<file path="src/common/cache_pkg.sv">
package cache_pkg;

    // Address field widths
    localparam int tag_w      = 5;
    localparam int index_w    = 8;
    localparam int word_sel_w = 2;

    localparam int sets       = 256;
    localparam int line_words = 4;
    localparam int word_w     = 16;

    // Controller state codes
    localparam logic [2:0] st_idle    = 3'd0;
    localparam logic [2:0] st_compare = 3'd1;
    localparam logic [2:0] st_wb      = 3'd2;  // Victim write-back beats
    localparam logic [2:0] st_fill    = 3'd3;  // Line refill beats
    localparam logic [2:0] st_finish  = 3'd4;

    typedef logic [word_w-1:0] cache_word_t;

    typedef struct packed {
        logic [tag_w-1:0]      tag;
        logic [index_w-1:0]    index;
        logic [word_sel_w-1:0] word_sel;
        logic                  byte_sel;  // Ignored, word accesses only
    } cache_addr_fields_t;

    typedef union packed {
        logic [15:0]        raw;
        cache_addr_fields_t f;
    } cache_addr_t;

endpackage

</file>
<file path="src/common/wb_pkg.sv">
package wb_pkg;

    // Byte address on the bus, bit 0 always clear
    localparam int wb_adr_w = 16;

    localparam int wb_dat_w = 16;

    // One single-word classic cycle per beat
    localparam int beats_per_line = 4;

endpackage

</file>
<file path="src/cache/cache_ctrl.sv">
`timescale 1ns/1ns

module cache_ctrl (
    input  logic                               clk,
    input  logic                               rst,
    // Processor side
    input  cache_pkg::cache_addr_t             addr,
    input  cache_pkg::cache_word_t             wdata,
    input  logic                               rd,
    input  logic                               wr,
    output cache_pkg::cache_word_t             rdata,
    output logic                               done,
    output logic                               hit,
    // Wishbone master
    output logic                               wb_cyc,
    output logic                               wb_stb,
    output logic                               wb_we,
    output logic [wb_pkg::wb_adr_w-1:0]        wb_adr,
    output logic [wb_pkg::wb_dat_w-1:0]        wb_dat_o,
    input  logic [wb_pkg::wb_dat_w-1:0]        wb_dat_i,
    input  logic                               wb_ack,
    // Controls shared by both ways
    output logic [cache_pkg::index_w-1:0]      way_index,
    output logic [cache_pkg::tag_w-1:0]        way_wtag,
    output logic [cache_pkg::word_sel_w-1:0]   way_word_sel,
    output cache_pkg::cache_word_t             way_wdata,
    output logic                               way_set_valid,
    output logic                               way_set_dirty,
    // Way 0
    output logic                               way_en_0,
    output logic                               way_wr_0,
    input  logic                               way_hit_0,
    input  logic                               way_valid_0,
    input  logic                               way_dirty_0,
    input  logic [cache_pkg::tag_w-1:0]        way_tag_0,
    input  cache_pkg::cache_word_t             way_rdata_0,
    // Way 1
    output logic                               way_en_1,
    output logic                               way_wr_1,
    input  logic                               way_hit_1,
    input  logic                               way_valid_1,
    input  logic                               way_dirty_1,
    input  logic [cache_pkg::tag_w-1:0]        way_tag_1,
    input  cache_pkg::cache_word_t             way_rdata_1
);

    logic [2:0]                          state_q;
    logic [cache_pkg::word_sel_w-1:0]    beat_q;
    logic                                victim_q;
    logic                                cyc_q;
    logic                                stb_q;
    logic [cache_pkg::sets-1:0]          lru_q;     // Points at the older way

    cache_pkg::cache_addr_t              bus_addr;
    logic                                any_hit;
    logic                                lru_vic;
    logic                                vic_dirty;
    logic                                rd_way;
    logic                                last_beat;
    logic                                beat_done;

    assign any_hit   = way_hit_0 | way_hit_1;
    assign lru_vic   = lru_q[addr.f.index];
    assign vic_dirty = lru_vic ? (way_valid_1 & way_dirty_1) : (way_valid_0 & way_dirty_0);
    assign last_beat = int'(beat_q) == wb_pkg::beats_per_line - 1;
    assign beat_done = stb_q & wb_ack;

    // Hit reads come from the hitting way, miss reads from the refilled victim
    assign rd_way = (state_q == cache_pkg::st_compare) ? way_hit_1 : victim_q;
    assign rdata  = rd_way ? way_rdata_1 : way_rdata_0;
    assign hit    = (state_q == cache_pkg::st_compare) & any_hit;
    assign done   = hit | (state_q == cache_pkg::st_finish);

    assign way_index = addr.f.index;
    assign way_wtag  = addr.f.tag;

    always_comb begin
        way_en_0      = 1'b0;
        way_en_1      = 1'b0;
        way_wr_0      = 1'b0;
        way_wr_1      = 1'b0;
        way_word_sel  = addr.f.word_sel;
        way_wdata     = wdata;
        way_set_valid = 1'b1;
        way_set_dirty = 1'b1;
        case (state_q)
            cache_pkg::st_compare: begin
                way_en_0 = 1'b1;
                way_en_1 = 1'b1;
                way_wr_0 = wr & way_hit_0;  // Write hit marks the line dirty
                way_wr_1 = wr & way_hit_1;
            end
            cache_pkg::st_wb: begin
                way_en_0     = ~victim_q;
                way_en_1     = victim_q;
                way_word_sel = beat_q;
            end
            cache_pkg::st_fill: begin
                way_en_0     = ~victim_q;
                way_en_1     = victim_q;
                way_wr_0     = ~victim_q & beat_done;
                way_wr_1     = victim_q & beat_done;
                way_word_sel = beat_q;
                // Write miss merges the processor word into the refill
                if (!(wr && beat_q == addr.f.word_sel)) begin
                    way_wdata = wb_dat_i;
                end
                way_set_valid = last_beat;  // Line becomes valid on the final beat
                way_set_dirty = wr;
            end
            cache_pkg::st_finish: begin
                way_en_0 = ~victim_q;
                way_en_1 = victim_q;
            end
            default: ;
        endcase
    end

    // Bus address reuses the request fields, victim tag during write-back
    always_comb begin
        bus_addr            = addr;
        bus_addr.f.word_sel = beat_q;
        bus_addr.f.byte_sel = 1'b0;
        if (state_q == cache_pkg::st_wb) begin
            bus_addr.f.tag = victim_q ? way_tag_1 : way_tag_0;
        end
    end

    assign wb_adr   = bus_addr.raw;
    assign wb_dat_o = victim_q ? way_rdata_1 : way_rdata_0;
    assign wb_cyc   = cyc_q;
    assign wb_stb   = stb_q;
    assign wb_we    = stb_q & (state_q == cache_pkg::st_wb);

    always_ff @(posedge clk) begin
        if (rst) begin
            state_q  <= cache_pkg::st_idle;
            beat_q   <= '0;
            victim_q <= 1'b0;
            cyc_q    <= 1'b0;
            stb_q    <= 1'b0;
            lru_q    <= '0;
        end else begin
            case (state_q)
                cache_pkg::st_idle: begin
                    if (rd | wr) begin
                        state_q <= cache_pkg::st_compare;
                    end
                end
                cache_pkg::st_compare: begin
                    if (any_hit) begin
                        lru_q[addr.f.index] <= ~way_hit_1;
                        state_q             <= cache_pkg::st_idle;
                    end else begin
                        victim_q <= lru_vic;
                        beat_q   <= '0;
                        state_q  <= vic_dirty ? cache_pkg::st_wb : cache_pkg::st_fill;
                    end
                end
                cache_pkg::st_wb, cache_pkg::st_fill: begin
                    if (beat_done) begin
                        cyc_q  <= 1'b0;  // Drop for a cycle between words
                        stb_q  <= 1'b0;
                        beat_q <= beat_q + 1'b1;
                        if (last_beat) begin
                            state_q <= (state_q == cache_pkg::st_wb) ?
                                       cache_pkg::st_fill : cache_pkg::st_finish;
                        end
                    end else if (!stb_q) begin
                        cyc_q <= 1'b1;
                        stb_q <= 1'b1;
                    end
                end
                cache_pkg::st_finish: begin
                    lru_q[addr.f.index] <= ~victim_q;  // Refilled way is now newest
                    state_q             <= cache_pkg::st_idle;
                end
                default: state_q <= cache_pkg::st_idle;
            endcase
        end
    end

    a_rd_wr_excl : assert property (@(posedge clk) disable iff (rst) !(rd && wr));

    a_stb_in_cyc : assert property (@(posedge clk) disable iff (rst) wb_stb |-> wb_cyc);

    // Slave may stall, address must hold until ack
    a_adr_stable : assert property (@(posedge clk) disable iff (rst)
        (wb_stb && !wb_ack) |=> $stable(wb_adr));

endmodule

</file>
<file path="config.mk">
export PLATFORM = sky130hd
export DESIGN_NAME = cache_ctrl
export DESIGN_NICKNAME = d
export VERILOG_FILES = /design/src/common/cache_pkg.sv /design/src/common/wb_pkg.sv /design/src/cache/cache_ctrl.sv
export SDC_FILE = /design/constraint.sdc
export NUM_CORES = 1
export LEC_CHECK = 0
export ABC_AREA = 1
export BUFFER_PORTS_ARGS = -buffer_cell sky130_fd_sc_hd__buf_2
export CORE_MARGIN = 4
export CORE_UTILIZATION = 41
export CTS_CLUSTER_SIZE = 10
export DETAILED_ROUTE_END_ITERATION = 12
export GPL_TIMING_DRIVEN = 0
export HOLD_SLACK_MARGIN = 0.12
export PLACE_DENSITY = 0.71
export SYNTH_ARGS = -nofsm -noshare
export SYNTH_HDL_FRONTEND = slang
export SYNTH_SLANG_ARGS = --single-unit
</file>
<file path="constraint.sdc">
create_clock -name clk -period 2.25 [get_ports clk]
set_input_delay 0.3375 -clock clk [delete_from_list [all_inputs] [get_ports clk]]
set_output_delay 0.3375 -clock clk [all_outputs]
set_load 0.005 [all_outputs]
</file>
==> impl_metrics.json, run 1 <==
{
  "critPathKind": "reg -> out",
  "cp_max_fo": 10,
  "path_buf_inv": 3,
  "syn_area_per_cell_um2": 6.38,
  "cts_hold_buf": 0,
  "yosysWarnings": 0,
  "initial_core_util_pct": 41.9,
  "cts_tree": "yes",
  "stdcell_area_um2": 17000,
  "hold_end": "victim_q",
  "cp_top_family": "multiplexers",
  "worstMarginPinSlew_ps": 1030,
  "clock_skew_ps": 11.3,
  "root_buffer": "clkbuf_16",
  "synth_compound_area_share_pct": 24.8,
  "grt_pass1_wl_um": 90600,
  "slew_headroom_pct": 31.4,
  "rsz0062_at_grt": "true",
  "start_kind": "flop",
  "row_count": 67,
  "layout-drive-gt1-share_pct": 17.0,
  "dp_cells": 2850,
  "drtPass1Iterations": 6,
  "vias": 16500,
  "period_share_pct": 101,
  "gr-total-overflow": 0,
  "synth_xor_area_share_pct": 0,
  "drv_cap": 0,
  "first_iter_violations": 2084,
  "cp_cell_sequence": "inv_2 > a21oi_2 > o2111ai_2 > nand2_4 > buf_8 > mux2_2 > buf_2",
  "hold_viol_final": 0,
  "die-area_um2": 37500,
  "cts.sinks": 264,
  "die_y_um": 194,
  "cp-end-kind": "primary output",
  "track_usage_pct": 30.7,
  "grt_max_degree": 16,
  "hold_ws_ps": 176,
  "synthCells": 2217,
  "synth_area_leader_cell": "dfxtp_1",
  "synth_top_family_by_area": "simple AND/OR/NAND/NOR gates",
  "coreArea_um2": 33800,
  "wl_per_cell_um": 21.2,
  "min_from": "way_hit_0",
  "synth.area.top_cells": "dfxtp_1 (37%), nand2_1 (18%), o21ai_0 (10%)",
  "ys_types": 33,
  "layout.cells.non_filler": 2902,
  "hp-class": "in -> reg",
  "synth_flop_cell": "dfxtp_1",
  "status": "finished, violations left",
  "reg2reg_depth": 11,
  "setup_violations": 9,
  "drt_wl_total_um": 61600,
  "synth_nets": 2319,
  "die_x_um": 194,
  "yosys.area_share.simple_pct": 25.2,
  "post-dp-hpwl_um": 41800,
  "gp_congestion": 1.00,
  "htree_num_levels": 2,
  "setup_slack_ps": -22.3,
  "grt_antenna_before_repair": 1,
  "synth_edf_count": 0,
  "area_growth_pct": 20.4,
  "ioPinCount": 191,
  "holdPathStages": 3,
  "synth_seq_cells": 264,
  "async_flop_share_pct": 0,
  "place_ws_ps": -1420,
  "r2r_end": "lru_q[190]",
  "fin_nets": 2543,
  "peakVddDrop_mv": 0.603,
  "finalWorstPathRequiredPeriod_ps": 2270,
  "cts_buffers": 34,
  "cp_data_required_time_ps": 1910,
  "clk_pin_slew_worst_paths_ps": 50,
  "insertedDiodeCount": 0,
  "clk_latency_ps": 510,
  "max_stage_delay_ps": 370,
  "drcViolationCount": 0,
  "place_area_um2": 15600,
  "netlist_area_um2": 14100,
  "rrSetupSlack_ps": 130,
  "via_per_inst": 5.70,
  "grt_pass1_vias": 15000,
  "synth-seq-area-share_pct": 37.4,
  "p_leak_nw": 7.29,
  "synth_fa_ha_area_share_pct": 0.0884,
  "cts_buffer_depth": 3,
  "synth.top_cell.area_share_pct": 37.4,
  "cp.arrival_ps": 1930,
  "violations": "negative setup slack",
  "cpMaxStageDelayCell": "mux2_2",
  "antenna_left": 0,
  "port_buffers": 185,
  "slew_viol_final": 0,
  "p_per_area_nw_per_um2": 686,
  "fmax_mhz": 440,
  "synthMuxAreaShare_pct": 1.27,
  "worstReg2RegStart": "state_q[0]"
}
==> placed cells by master (no fill, tap or decap), drive strengths merged, types with 3 or more instances in the layout <==
| cell | netlist | routed |
|---|---|---|
| a211oi | 3 | 3 |
| a21oi | 205 | 205 |
| a311oi | 34 | 34 |
| a31oi | 60 | 60 |
| buf | 84 | 276 |
| clkbuf | 97 | 139 |
| clkinvlp | 0 | 8 |
| dfxtp | 264 | 264 |
| inv | 167 | 160 |
| mux2 | 16 | 16 |
| nand2 | 687 | 687 |
| nand3 | 6 | 6 |
| nor2 | 240 | 240 |
| o21a | 6 | 6 |
| o21ai | 331 | 331 |
| o31ai | 6 | 6 |
==> stage by stage <==
stage | util, % | setup TNS [ps] | total power, mW
3_3_place_gp | 46.3 | -124440 | 6.39
2_1_floorplan | - | 0 | 5.66
6_report | 50.4 | -112 | 11.7
5_1_grt | 50.4 | -2690 | 12.0
4_1_cts | 50.0 | -46.0 | 11.6
3_5_place_dp | 46.3 | -130530 | 6.40
==> tightest hold or removal path: stages <==
cell and delay (ps):
buf_2 90, nor3_1 70, a21oi_1 140
==> area by class of cell <==
class,instances,area [µm²]
clock buffers,46,990
well taps,448,561
plain buffers,179,1130
clock inverters,3,43.8
fillers,3392,16700
repair buffers,190,963
multi-input cells,1604,7400
flip-flops and latches,264,5290
inverters,168,661
==> layer usage <==
layer,up-vias,part of all wire [%],GRT usage [%]
met5,-,0,0
met4,0,6.0,14.8
met3,227,11,5.80
met2,1021,43,47.7
met1,7641,39,41.3
li1,7651,-,-
==> cells in the mapped netlist, types with 3 or more instances <==
library cell	instances
buf_1	4
nor2_1	237
nand3_1	6
o21a_1	6
a31oi_1	60
nor2_2	3
o31ai_1	6
buf_2	34
inv_1	162
nand2_2	9
a211oi_1	3
buf_4	28
mux2_2	16
o21ai_1	39
buf_6	18
inv_2	5
o21ai_0	292
a311oi_1	34
clkbuf_1	97
dfxtp_1	264
nand2_1	678
a21oi_1	203
==> sequential cells by signal, summed over array words and instances, names as in the netlist <==
name,count
beat_q,2
lru_q,256
state_q,3
victim_q,1
wb_cyc,1
wb_stb,1
==> worst max-delay path by stage <==
stage,from,endpoint,slack (ps),depth (start not counted)
after floorplan,addr[3],state_q[0],350,21
final,beat_q[1],way_wdata[9],-20,7
after detailed placement,addr[5],lru_q[144],-1420,10
after CTS,beat_q[1],way_wdata[7],-10,7
after global placement,addr[5],lru_q[144],-1420,10
after global routing,addr[4],state_q[0],-140,19
==> cell families after synthesis <==
logic type / count (synthesis)
fa+ha+maj: 1
simple gates: 936
buf+inv: 349
compound gates: 650
flops: 264
mux: 16
other cells: 1
==> power by group <==
group          total (mW)  leakage, nW  internal (mW)  switching, mW
Combinational        1.72         4.65          0.543           1.17
Sequential           4.75         2.13           4.72         0.0360
Clock                5.21        0.507           3.15           2.06
==> what timing repair did <==
action / 4_1_cts / 5_1_grt
gates resized for setup: 76 / 73
pin swaps: 1 / 0
setup buffers: 4 / 1
setup endpoints to repair: 248 / 216
hold endpoints to repair: 0 / 0
No activity file was read; power rests on OpenSTA's default activity.
==> inputs of run 2 (changes only) <==
- CTS_BUF_LIST: default -> sky130_fd_sc_hd__clkbuf_16
- REMOVE_ABC_BUFFERS: default -> 1
==> impl_metrics.json, run 2 (synthesized netlist as in run 1, its figures left out) <==
{
  "peakVddDrop_mv": 0.541,
  "finalWorstPathRequiredPeriod_ps": 2280,
  "fin_nets": 2422,
  "die-area_um2": 37500,
  "drcViolationCount": 0,
  "row_count": 67,
  "slew_headroom_pct": 22.1,
  "cp-end-kind": "primary output",
  "regMostFlops": "lru_q",
  "combinationalPowerShare_pct": 16.7,
  "port_buffers": 188,
  "fmax_mhz": 438,
  "setup_slack_ps": -30.5,
  "p_leak_nw": 7.09,
  "post-dp-hpwl_um": 27300,
  "p_total_mw": 10.9,
  "hold_ws_ps": 142,
  "grt_pass1_vias": 13700,
  "largest_registers": "lru_q x256, state_q x3, beat_q x2",
  "cts.sinks": 264,
  "largest_reg_flops": 256,
  "clock_skew_ps": 10.0,
  "seq_power_share_pct": 43.8,
  "start_kind": "flop",
  "violations": "negative setup slack",
  "regArea_um2": 5300,
  "htree_num_levels": 1,
  "power.share.clock_pct": 39.4,
  "setup_violations": 7,
  "rsz0062_at_grt": "true",
  "drt_wl_total_um": 50200,
  "fillCellCount": 3241,
  "grt_pass1_wl_um": 75100,
  "clk_pin_slew_worst_paths_ps": 60,
  "antenna_left": 0,
  "clk_latency_ps": 550,
  "area_growth_pct": 19.5,
  "fin_tns_setup_ps": -72.4,
  "p_per_area_nw_per_um2": 643,
  "critPathKind": "reg -> out",
  "die_x_um": 194,
  "intPower_mw": 7.76,
  "coreArea_um2": 33800,
  "slew_viol_final": 0,
  "drtPass1Iterations": 6,
  "grt_max_degree": 123,
  "vias": 15400,
  "track_usage_pct": 24.0,
  "cp_max_fo": 8,
  "grt_antenna_before_repair": 1,
  "multiInputGateArea_um2": 7790,
  "root_buffer": "clkbuf_16",
  "insertedDiodeCount": 0,
  "worstMarginPinSlew_ps": 1170,
  "hp-class": "in -> reg",
  "stdcell_area_um2": 16900,
  "cts_tree": "yes",
  "first_iter_violations": 1794,
  "wl_per_cell_um": 18.1,
  "period_share_pct": 101,
  "layout-drive-gt1-share_pct": 16.2,
  "hold_viol_final": 0,
  "die_y_um": 194,
  "drv_cap": 0,
  "cts_buffer_depth": 3,
  "ioPinCount": 191,
  "final_cell_mix": "nand2_1 (661), o21ai_0 (279), dfxtp_1 (258), nor2_1 (232), a21oi_1 (202)",
  "p_sw_mw": 3.12,
  "initial_core_util_pct": 41.9,
  "via_per_inst": 5.54,
  "gr-total-overflow": 0,
  "p_sw_share_pct": 28.7,
  "gp_congestion": 0.877,
  "cts_buffers": 31,
  "status": "finished, violations left",
  "cp.arrival_ps": 1940,
  "cp_data_required_time_ps": 1910,
  "place_area_um2": 14900,
  "layout_commonest_cell": "nand2_1"
}
## run 2: cell count changes in the layout (fill, tap and decap cells not counted), moves of 10 or more
cell / delta
buf_2: -24
buf_6: -15
clkbuf_1: -71
clkbuf_2: -23
mux2_2: -13
mux2_4: +13
nand2_8: +13
o21ai_0: -10
## run 2: what timing repair did
| item | in CTS | in global routing |
|---|---|---|
| resized for setup | 90 | 74 |
| hold buffers | 0 | 0 |
| cloned | 5 | 7 |
| endpoints found under the hold margin | 0 | 0 |
| pin swaps | 7 | 7 |
| buffers inserted | 22 | 20 |
| setup endpoints to repair | 316 | 113 |
## run 2: path summary, 6_finish.rpt
check | from | to | slack [ps] | cells after the start
min reg2reg | lru_q[168] | lru_q[168] | 450 | 2
max | beat_q[1] | way_wdata[2] | -30 | 6
min | way_hit_0 | state_q[1] | 140 | 4
max reg2reg | state_q[0] | lru_q[30] | -10 | 11
## run 2: metal layers
metal | wire length [µm] | GRT usage, % | up-vias
li1 | - | - | 7404
met5 | 0 | 0 | -
met3 | 5350 | 4.80 | 125
met1 | 20500 | 33.2 | 7052
met2 | 22600 | 37.5 | 787
met4 | 1770 | 8.34 | 0
## run 2: layout make-up
class,instances,area share (%)
multi-input cells,1610,46.0
flip-flops and latches,264,31.4
repair buffers,241,10.1
clock buffers,31,4.59
inverters,168,4.25
well taps,448,3.31
clock inverters,7,0.185
repair inverters,4,0.133
## run 2: metrics by stage
| stage | std cells | setup slack, ps | util (%) |
|---|---|---|---|
| floorplan | 2036 | -9020 | - |
| global placement | 2672 | -17640 | 43.5 |
| detailed placement | 2681 | -2110 | 44.2 |
| CTS | 2746 | -23.9 | 48.4 |
| global route | 2773 | -92.6 | 50.1 |
| finish | 2773 | -30.5 | 50.1 |
## run 2: power by group through the flow
stage | Sequential (mW) | Combinational (mW) | Clock [mW]
5_1_grt | 4.77 | 1.94 | 4.50
3_3_place_gp | 4.86 | 1.25 | 0
2_1_floorplan | 4.85 | 0.606 | 0
3_5_place_dp | 4.86 | 1.31 | 0
6_report | 4.77 | 1.82 | 4.29
4_1_cts | 4.76 | 1.54 | 4.32
## run 2: critical path, stage by stage, from the launching register on
cell and delay, ps:
dfxtp_2 350, inv_4 60, a21oi_4 160, o2111ai_4 170, nand2_4 180, mux2_2 360, buf_2 130
